File: src/hdl/etx_pkg.sv
package etx_pkg;

   // Link packet geometry
   localparam int PW = 104;                      // Packet width in bits

   typedef logic [PW-1:0] packet_t;              // One link packet
   typedef logic [31:0]   addr_t;                // Destination or source address

   // Field positions inside packet_t
   localparam int WR_BIT   = 0;                  // Write flag
   localparam int CTRL_LSB = 1;                  // Ctrlmode low bit
   localparam int CTRL_MSB = 4;                  // Ctrlmode high bit
   localparam int DST_LSB  = 8;                  // Destination address low bit
   localparam int DST_MSB  = 39;                 // Destination address high bit
   localparam int DATA_LSB = 40;                 // Write data low bit
   localparam int DATA_MSB = 71;                 // Write data high bit
   localparam int SRC_LSB  = 72;                 // Source address low bit
   localparam int SRC_MSB  = 103;                // Source address high bit

   // Register space decode
   localparam logic [11:0] CHIP_ID    = 12'h999; // Upper 12 address bits of this chip
   localparam logic [3:0]  CFG_REGION = 4'hF;    // Address bits 19:16 of register space

   // Register offsets on address bits 3:2
   localparam logic [1:0] REG_CTRL       = 2'd0; // Enable bits
   localparam logic [1:0] REG_REMAP_MASK = 2'd1; // Bits to replace
   localparam logic [1:0] REG_REMAP_BASE = 2'd2; // Replacement bits

   // REG_CTRL bit positions
   localparam int CTRL_TX_EN    = 0;             // Lets traffic onto the link
   localparam int CTRL_REMAP_EN = 1;             // Turns on address remap

   // Address step between two writes of one burst
   localparam addr_t BURST_STRIDE = 32'd4;

   // Channel granted by the arbiter
   typedef enum logic [1:0] {
      SEL_NONE,                                  // Output register empty
      SEL_RR,                                    // Read response
      SEL_RD,                                    // Read request
      SEL_WR                                     // Write request
   } arb_sel_e;

endpackage

File: src/hdl/etx_arbiter.sv
module etx_arbiter (
   input  logic             clk,
   input  logic             rst_n,
   // Write requests, lowest priority
   input  logic             wr_valid,
   input  etx_pkg::packet_t wr_packet,
   output logic             wr_ready,
   // Read requests
   input  logic             rd_valid,
   input  etx_pkg::packet_t rd_packet,
   output logic             rd_ready,
   // Read responses, highest priority
   input  logic             rr_valid,
   input  etx_pkg::packet_t rr_packet,
   output logic             rr_ready,
   // Toward the config filter
   output logic             arb_valid,
   output etx_pkg::packet_t arb_packet,
   output logic             arb_rr,
   input  logic             arb_ready
);
   import etx_pkg::*;

   arb_sel_e grant;                              // Winner this cycle
   arb_sel_e sel_q;                              // Channel held in output register
   packet_t  grant_packet;                       // Packet of the winner
   logic     load;                               // Output register free or draining

   // Register can take a new packet when empty or being emptied
   assign load = (sel_q == SEL_NONE) || arb_ready;

   // Fixed priority rr > rd > wr
   always_comb begin
      grant        = SEL_NONE;
      grant_packet = wr_packet;                  // Don't care when nothing valid
      if (rr_valid) begin
         grant        = SEL_RR;
         grant_packet = rr_packet;
      end else if (rd_valid) begin
         grant        = SEL_RD;
         grant_packet = rd_packet;
      end else if (wr_valid) begin
         grant        = SEL_WR;
         grant_packet = wr_packet;
      end
   end

   // Only the granted channel sees ready
   assign rr_ready = load && (grant == SEL_RR);
   assign rd_ready = load && (grant == SEL_RD);
   assign wr_ready = load && (grant == SEL_WR);

   // Grant record doubles as the valid flag
   always_ff @(posedge clk or negedge rst_n) begin
      if (!rst_n) begin
         sel_q <= SEL_NONE;
      end else if (load) begin
         sel_q <= grant;                         // SEL_NONE empties the stage
      end
   end

   // Payload register
   always_ff @(posedge clk) begin
      if (load && (grant != SEL_NONE)) begin
         arb_packet <= grant_packet;
      end
   end

   assign arb_valid = (sel_q != SEL_NONE);
   assign arb_rr    = (sel_q == SEL_RR);         // Marks response packets for remap bypass

endmodule

File: src/hdl/etx_cfg.sv
module etx_cfg (
   input  logic             clk,
   input  logic             rst_n,
   // From the arbiter
   input  logic             arb_valid,
   input  etx_pkg::packet_t arb_packet,
   input  logic             arb_rr,
   output logic             arb_ready,
   // Toward remap
   output logic             cfg_valid,
   output etx_pkg::packet_t cfg_packet,
   output logic             cfg_rr,
   input  logic             cfg_ready,
   // Control register outputs
   output logic             tx_enable,
   output logic             remap_enable,
   output etx_pkg::addr_t   remap_mask,
   output etx_pkg::addr_t   remap_base
);
   import etx_pkg::*;

   addr_t      dst;                              // Destination of incoming packet
   addr_t      wr_data;                          // Data field of incoming packet
   logic [1:0] offset;                           // Register select
   logic       hit;                              // Write into own register space
   logic       reg_we;                           // Register write this edge
   logic [1:0] ctrl_q;                           // REG_CTRL enable bits

   assign dst     = arb_packet[DST_MSB:DST_LSB];
   assign wr_data = arb_packet[DATA_MSB:DATA_LSB];
   assign offset  = dst[3:2];

   // Register hit needs chip id, region and write flag
   assign hit = arb_packet[WR_BIT] &&
                (dst[31:20] == CHIP_ID) &&
                (dst[19:16] == CFG_REGION);

   assign reg_we = arb_valid && hit;             // Always accepted

   // Hits are consumed here, the rest passes straight through
   assign arb_ready  = hit ? 1'b1 : cfg_ready;
   assign cfg_valid  = arb_valid && !hit;
   assign cfg_packet = arb_packet;
   assign cfg_rr     = arb_rr;

   always_ff @(posedge clk or negedge rst_n) begin
      if (!rst_n) begin
         ctrl_q     <= '0;
         remap_mask <= '0;
         remap_base <= '0;
      end else if (reg_we) begin
         case (offset)
            REG_CTRL:       ctrl_q     <= wr_data[CTRL_REMAP_EN:CTRL_TX_EN];
            REG_REMAP_MASK: remap_mask <= wr_data;
            REG_REMAP_BASE: remap_base <= wr_data;
            default:        ;                    // Undefined offset, write dropped
         endcase
      end
   end

   assign tx_enable    = ctrl_q[CTRL_TX_EN];
   assign remap_enable = ctrl_q[CTRL_REMAP_EN];

endmodule

File: src/hdl/etx_core.sv
module etx_core (
   input  logic             clk,
   input  logic             rst_n,
   // Request and response channels
   input  logic             wr_valid,
   input  etx_pkg::packet_t wr_packet,
   output logic             wr_ready,
   input  logic             rd_valid,
   input  etx_pkg::packet_t rd_packet,
   output logic             rd_ready,
   input  logic             rr_valid,
   input  etx_pkg::packet_t rr_packet,
   output logic             rr_ready,
   // Link
   output logic             tx_access,
   output etx_pkg::packet_t tx_packet,
   output logic             tx_burst,
   input  logic             tx_ack
);
   import etx_pkg::*;

   logic    arb_valid;                           // Arbiter to config filter
   packet_t arb_packet;
   logic    arb_rr;
   logic    arb_ready;
   logic    cfg_valid;                           // Config filter to remap
   packet_t cfg_packet;
   logic    cfg_rr;
   logic    cfg_ready;
   logic    rmp_valid;                           // Remap to protocol
   packet_t rmp_packet;
   logic    rmp_ready;
   logic    tx_enable;                           // Control register fields
   logic    remap_enable;
   addr_t   remap_mask;
   addr_t   remap_base;

   etx_arbiter u_arbiter (
      .clk        (clk),
      .rst_n      (rst_n),
      .wr_valid   (wr_valid),
      .wr_packet  (wr_packet),
      .wr_ready   (wr_ready),
      .rd_valid   (rd_valid),
      .rd_packet  (rd_packet),
      .rd_ready   (rd_ready),
      .rr_valid   (rr_valid),
      .rr_packet  (rr_packet),
      .rr_ready   (rr_ready),
      .arb_valid  (arb_valid),
      .arb_packet (arb_packet),
      .arb_rr     (arb_rr),
      .arb_ready  (arb_ready)
   );

   etx_cfg u_cfg (
      .clk          (clk),
      .rst_n        (rst_n),
      .arb_valid    (arb_valid),
      .arb_packet   (arb_packet),
      .arb_rr       (arb_rr),
      .arb_ready    (arb_ready),
      .cfg_valid    (cfg_valid),
      .cfg_packet   (cfg_packet),
      .cfg_rr       (cfg_rr),
      .cfg_ready    (cfg_ready),
      .tx_enable    (tx_enable),
      .remap_enable (remap_enable),
      .remap_mask   (remap_mask),
      .remap_base   (remap_base)
   );

   etx_remap u_remap (
      .clk          (clk),
      .rst_n        (rst_n),
      .cfg_valid    (cfg_valid),
      .cfg_packet   (cfg_packet),
      .cfg_rr       (cfg_rr),
      .cfg_ready    (cfg_ready),
      .remap_enable (remap_enable),
      .remap_mask   (remap_mask),
      .remap_base   (remap_base),
      .rmp_valid    (rmp_valid),
      .rmp_packet   (rmp_packet),
      .rmp_ready    (rmp_ready)
   );

   etx_protocol u_protocol (
      .clk        (clk),
      .rst_n      (rst_n),
      .rmp_valid  (rmp_valid),
      .rmp_packet (rmp_packet),
      .rmp_ready  (rmp_ready),
      .tx_enable  (tx_enable),
      .tx_access  (tx_access),
      .tx_packet  (tx_packet),
      .tx_burst   (tx_burst),
      .tx_ack     (tx_ack)
   );

endmodule

File: src/hdl/etx_protocol.sv
module etx_protocol (
   input  logic             clk,
   input  logic             rst_n,
   // From remap
   input  logic             rmp_valid,
   input  etx_pkg::packet_t rmp_packet,
   output logic             rmp_ready,
   input  logic             tx_enable,
   // Link side
   output logic             tx_access,
   output etx_pkg::packet_t tx_packet,
   output logic             tx_burst,
   input  logic             tx_ack
);
   import etx_pkg::*;

   addr_t new_dst;                               // Destination of incoming packet
   logic  new_wr;                                // Incoming packet is a write
   addr_t hist_dst;                              // Last destination sent on link
   logic  hist_wr;                               // Last packet sent was a write
   addr_t prev_dst;                              // Reference for burst compare
   logic  prev_wr;
   logic  tx_done;                               // Link transfer this edge
   logic  load;                                  // Link register can take a packet
   logic  burst_hit;                             // Incoming packet continues a burst

   assign tx_done = tx_access && tx_ack;

   // Hold until acked, and only move while enabled
   assign load      = tx_enable && (!tx_access || tx_ack);
   assign rmp_ready = load;

   assign new_dst = rmp_packet[DST_MSB:DST_LSB];
   assign new_wr  = rmp_packet[WR_BIT];

   // Packet leaving on this edge is the newest history
   assign prev_dst = tx_done ? tx_packet[DST_MSB:DST_LSB] : hist_dst;
   assign prev_wr  = tx_done ? tx_packet[WR_BIT] : hist_wr;

   assign burst_hit = new_wr && prev_wr && (new_dst == prev_dst + BURST_STRIDE);

   always_ff @(posedge clk or negedge rst_n) begin
      if (!rst_n) begin
         tx_access <= 1'b0;
         tx_burst  <= 1'b0;
         hist_dst  <= '0;
         hist_wr   <= 1'b0;
      end else begin
         if (load) begin
            tx_access <= rmp_valid;
            tx_burst  <= rmp_valid && burst_hit; // Idle link clears it
         end
         if (tx_done) begin
            hist_dst <= tx_packet[DST_MSB:DST_LSB];
            hist_wr  <= tx_packet[WR_BIT];
         end
      end
   end

   // Link payload
   always_ff @(posedge clk) begin
      if (load && rmp_valid) begin
         tx_packet <= rmp_packet;
      end
   end

endmodule

File: src/hdl/etx_remap.sv
module etx_remap (
   input  logic             clk,
   input  logic             rst_n,
   // From the config filter
   input  logic             cfg_valid,
   input  etx_pkg::packet_t cfg_packet,
   input  logic             cfg_rr,
   output logic             cfg_ready,
   // Remap settings
   input  logic             remap_enable,
   input  etx_pkg::addr_t   remap_mask,
   input  etx_pkg::addr_t   remap_base,
   // Toward the protocol stage
   output logic             rmp_valid,
   output etx_pkg::packet_t rmp_packet,
   input  logic             rmp_ready
);
   import etx_pkg::*;

   addr_t   dst_in;                              // Original destination
   addr_t   dst_out;                             // Destination after remap
   packet_t next_packet;                         // Packet with new destination
   logic    load;                                // Stage free or draining

   assign load      = !rmp_valid || rmp_ready;
   assign cfg_ready = load;

   assign dst_in = cfg_packet[DST_MSB:DST_LSB];

   // Masked bits come from base unless the packet is a response
   always_comb begin
      dst_out = dst_in;
      if (remap_enable && !cfg_rr) begin
         dst_out = (dst_in & ~remap_mask) | (remap_base & remap_mask);
      end
      next_packet                  = cfg_packet;
      next_packet[DST_MSB:DST_LSB] = dst_out;
   end

   always_ff @(posedge clk or negedge rst_n) begin
      if (!rst_n) begin
         rmp_valid <= 1'b0;
      end else if (load) begin
         rmp_valid <= cfg_valid;
      end
   end

   // Payload register
   always_ff @(posedge clk) begin
      if (load && cfg_valid) begin
         rmp_packet <= next_packet;
      end
   end

endmodule

File: config.mk
export PLATFORM = sky130hd
export DESIGN_NAME = etx_core
export DESIGN_NICKNAME = d
export VERILOG_FILES = /design/src/hdl/etx_pkg.sv /design/src/hdl/etx_arbiter.sv /design/src/hdl/etx_cfg.sv /design/src/hdl/etx_core.sv /design/src/hdl/etx_protocol.sv /design/src/hdl/etx_remap.sv
export SDC_FILE = /design/constraint.sdc
export NUM_CORES = 1
export LEC_CHECK = 0
export BUFFER_PORTS_ARGS = -buffer_cell sky130_fd_sc_hd__buf_4
export CORE_MARGIN = 2
export CORE_UTILIZATION = 50
export DETAILED_ROUTE_END_ITERATION = 16
export HOLD_SLACK_MARGIN = 0.15
export PLACE_DENSITY = 0.75
export SKIP_LAST_GASP = 1
export SYNTH_ARGS = -nofsm -noshare
export SYNTH_HDL_FRONTEND = slang
export SYNTH_SLANG_ARGS = --single-unit
File: constraint.sdc
create_clock -name clk -period 12.92 [get_ports clk]
set_clock_uncertainty 0.05 [all_clocks]
set_input_delay 0 -clock clk [delete_from_list [all_inputs] [get_ports clk]]
set_output_delay 0 -clock clk [all_outputs]
set_load 0.01 [all_outputs]
==> qor.csv <==
stage;metric;value;unit
status;status;completed;
cts;cts_tree;yes;
timing;drv_slew;0;
route;dr.first_iter.drc_count;827;
cts;htree_levels;2;
synthesis;yosys-mux-area-fraction;13.68;%
pwr;p_total;3186;uW
pwr;ir_worst_vdd;108.2;uV
grt;grt-ovfl-total;0;
cts;root_buffer;clkbuf_16;
synthesis;synth_top_family_by_area;multiplexers;
critical_path;crit_start;u_protocol.tx_access;
synthesis;synthSimpleGateAreaFrac;8.067;%
route;drtPass1Iterations;6;
critical_path;cpMaxStageDelayCell;dfrtp_1;
place;dp_hpwl;33.29;mm
place;numPortBuffers;426;
synthesis;synthTopCellsByCount;312 x edfxtp_1, 183 x nand2_1, 121 x mux2i_1, 120 x o21ai_0;
floorplan;dieHeight;191.8;um
timing;max_freq;215.0;MHz
place;place_congestion;0.8879;
job;cap_viol_max_count;0;
cts;numCtsBuffers;44;
critical_path;worstReg2RegStart;u_protocol.tx_access;
floorplan;initial_core_util;50.93;%
timing;rsz0062_at_grt;no;
synthesis;synth_ff_type;edfxtp_1;
critical_path;cp-end-kind;flop;
floorplan;num_io_pins;427;
cts;clock_path_buffers;3;
timing;finalCritPeriodShare;36.00;%
critical_path;r2r_cells;9;
synthesis;synth_cells;1240;
synthesis;yosysWarnings;0;
pwr;p_per_area;126.3;nW/um2
synthesis;postSynthAreaPerCell;14.22;um2
synthesis;postSynth.asyncResetShare;25.00;%
worst_hold_path;hp-start;wr_packet[91];
route;wl;52.13;mm
timing;setup_viol_count_final;0;
timing;min_period;4.652;ns
synthesis;synth_xor_area_share;1.795;%
critical_path;worst_ep_arrival_time;5.05;ns
synthesis;synth-compound-area-share;6.243;%
floorplan;die_area;36790;um2
route;dr_total_vias;13070;
synthesis;synth_seq_cells;416;
route;wl_per_cell;21.57;um
pwr;power_leakage;0.01051;uW
synthesis;synth_top_area_share;53.13;%
critical_path;r2r-end;u_protocol.tx_burst;
cts;cts.sinks;416;
synthesis;post_synth_num_cell_types;71;
grt;grt_first_pass_wirelength;77.60;mm
cells_and_area;fin_nets;2238;
timing;worst_slew_pin_slew;1.148;ns
timing;maxSlewHeadroom;23.28;%
critical_path;max_stage_delay;0.97;ns
cts;clock_latency;0.54;ns
critical_path;cp-endpoint;u_protocol.tx_burst;
cells_and_area;utilization;72.83;%
critical_path;critPathKind;reg -> reg;
grt;track_usage;28.10;%
cts;post_cts_buffers;0;
cells_and_area;final_layout_size_suffix_gt1_share;31.93;%
critical_path;crit_chain;and2_1 > buf_4 > mux2i_1 > or4_1 > nor4_2 > xor3_1 > a2111oi_1 > nand4_1 > o31ai_2;
critical_path;cp_max_fo;31;
grt;antenna_found_initial;7;
synthesis;synthTopCellsByArea;edfxtp_1 53%, dfrtp_1 15%, mux2i_1 6.9%;
synthesis;ys_seq_area_share;67.88;%
synthesis;syn-num-nets;1559;
worst_hold_path;hold_path_class;in -> reg;
timing;finalSetupTns;0;ns
cts;hold_buffers;256;
synthesis;yosysMostFrequentCell;edfxtp_1;
route;vias_per_cell;5.409;
route;ant_nets;0;
cells_and_area;syn2layout_area_growth;43.01;%
synthesis;synth_area;17640;um2
critical_path;crit_path_start_kind;flop;
cells_and_area;fillers;2161;
grt;grt_max_degree;116;
floorplan;rows;68;
floorplan;die_width;191.8;um
cts;clkTransAtPathRegs;0.06;ns
cts;postCtsResizedCells;0;
synthesis;synth_area_leader_cell;edfxtp_1;
synthesis;synth_fa_ha_area_share;0.07095;%
critical_path;regToRegSetupSlack;8.27;ns
synthesis;synth_edf_count;312;
route;drc;0;
grt;grt_pass1_vias;13750;
critical_path;critical_path_required;13.31;ns
timing;finalHoldViolCount;0;
floorplan;core_area;34630;um2
flip-flops by register name (all words and copies together) (netlist names):
signal	count
u_protocol.tx_access	1
u_remap.rmp_packet	104
u_cfg.remap_base	32
u_arbiter.sel_q	2
u_protocol.tx_burst	1
u_remap.rmp_valid	1
u_protocol.hist_wr	1
u_cfg.ctrl_q	2
u_cfg.remap_mask	32
u_arbiter.arb_packet	104
u_protocol.hist_dst	32
u_protocol.tx_packet	104
metrics by stage:
stage | setup slack (ns) | std cells | hold WS (ns) | instance area [um2]
global placement | 8.356 | 2072 | 0.03767 | 21210
global route | 7.893 | 2415 | 0.3215 | 25220
detailed placement | 8.289 | 2072 | 0.04205 | 21210
floorplan | 6.162 | 1240 | -0.3456 | 17640
finish | 8.268 | 2416 | 0.3091 | 25220
CTS | 8.270 | 2409 | 0.2802 | 25200
critical path: cells and delay by family (launching register included):
family / cells / cell delay (ns)
xor gates and xnor gates: 1 / 0.30
buffers and inverters: 1 / 0.46
muxes: 1 / 0.22
DFF: 1 / 0.97
AOI/OAI and AO/OA: 2 / 0.57
and+or+nand+nor: 4 / 2.00
placed cells by master (no fill, tap or decap), types with 4 or more instances in the layout:
master,count
nor4_1,6
nand4_1,19
mux2i_1,121
buf_4,434
a21boi_0,5
nand3_1,14
mux2_2,104
o21ai_1,6
nor2_1,13
and3_1,14
xor2_1,11
nor3_1,12
clkbuf_16,45
clkinv_2,6
o21a_1,4
or3_1,5
and2_1,5
edfxtp_1,312
inv_1,23
clkbuf_1,19
bufinv_16,4
nand2_1,181
dlygate4sd3_1,255
a21oi_1,6
diode_2,7
o21ai_0,120
dfrtp_1,104
o211ai_1,6
xnor2_1,17
metal layers:
| layer | GRT usage [%] | part of all wire [%] | vias up |
|---|---|---|---|
| met3 | 6.432 | 7.0 | 119 |
| met5 | 0 | 0.023 | - |
| met2 | 48.13 | 50 | 528 |
| met4 | 11.57 | 4.1 | 2 |
| li1 | - | - | 5987 |
| met1 | 34.40 | 39 | 6431 |
logic make-up (layout without fill, tap and decap cells):
logic type               after synthesis  in the layout
flip-flops                           416            416
XOR/XNOR                              31             31
other                                  0              7
AO/OA/AOI/OAI                        184            184
AND/OR/NAND/NOR                      298            298
multiplexers                         227            227
buffers and inverters                 83            797
adder cells (fa/ha/maj)                1              1
how the worst min path moves through the flow:
stage / endpoint / slack (ns) / cells past startpoint
after floorplan: u_arbiter.sel_q[0] / -0.35 / 0
after global placement: u_protocol.hist_dst[10] / 0.04 / 1
after detailed placement: u_protocol.hist_dst[10] / 0.04 / 1
after CTS: u_arbiter.arb_packet[73] / 0.28 / 4
after global routing: u_arbiter.arb_packet[42] / 0.32 / 4
final: u_arbiter.arb_packet[91] / 0.31 / 4
final cells by class:
type	count	area, um2	share of cell area [%]
antenna	7	17.52	0.06945
clock buffer	65	1211	4.802
clock inverter	16	198.9	0.7888
inverter	24	90.09	0.3572
multi-input combinational	741	5301	21.02
sequential	416	11970	47.47
tap	455	569.3	2.257
timing repair buffer	692	5861	23.24
power by group:
| part | total (uW) | internal (uW) | switching [uW] |
|---|---|---|---|
| Clock | 1240 | 733 | 504 |
| Sequential | 1610 | 1560 | 47.9 |
| Combinational | 340 | 181 | 160 |
| Total | 3190 | 2470 | 711 |
Power figures use the tool's default switching activity.
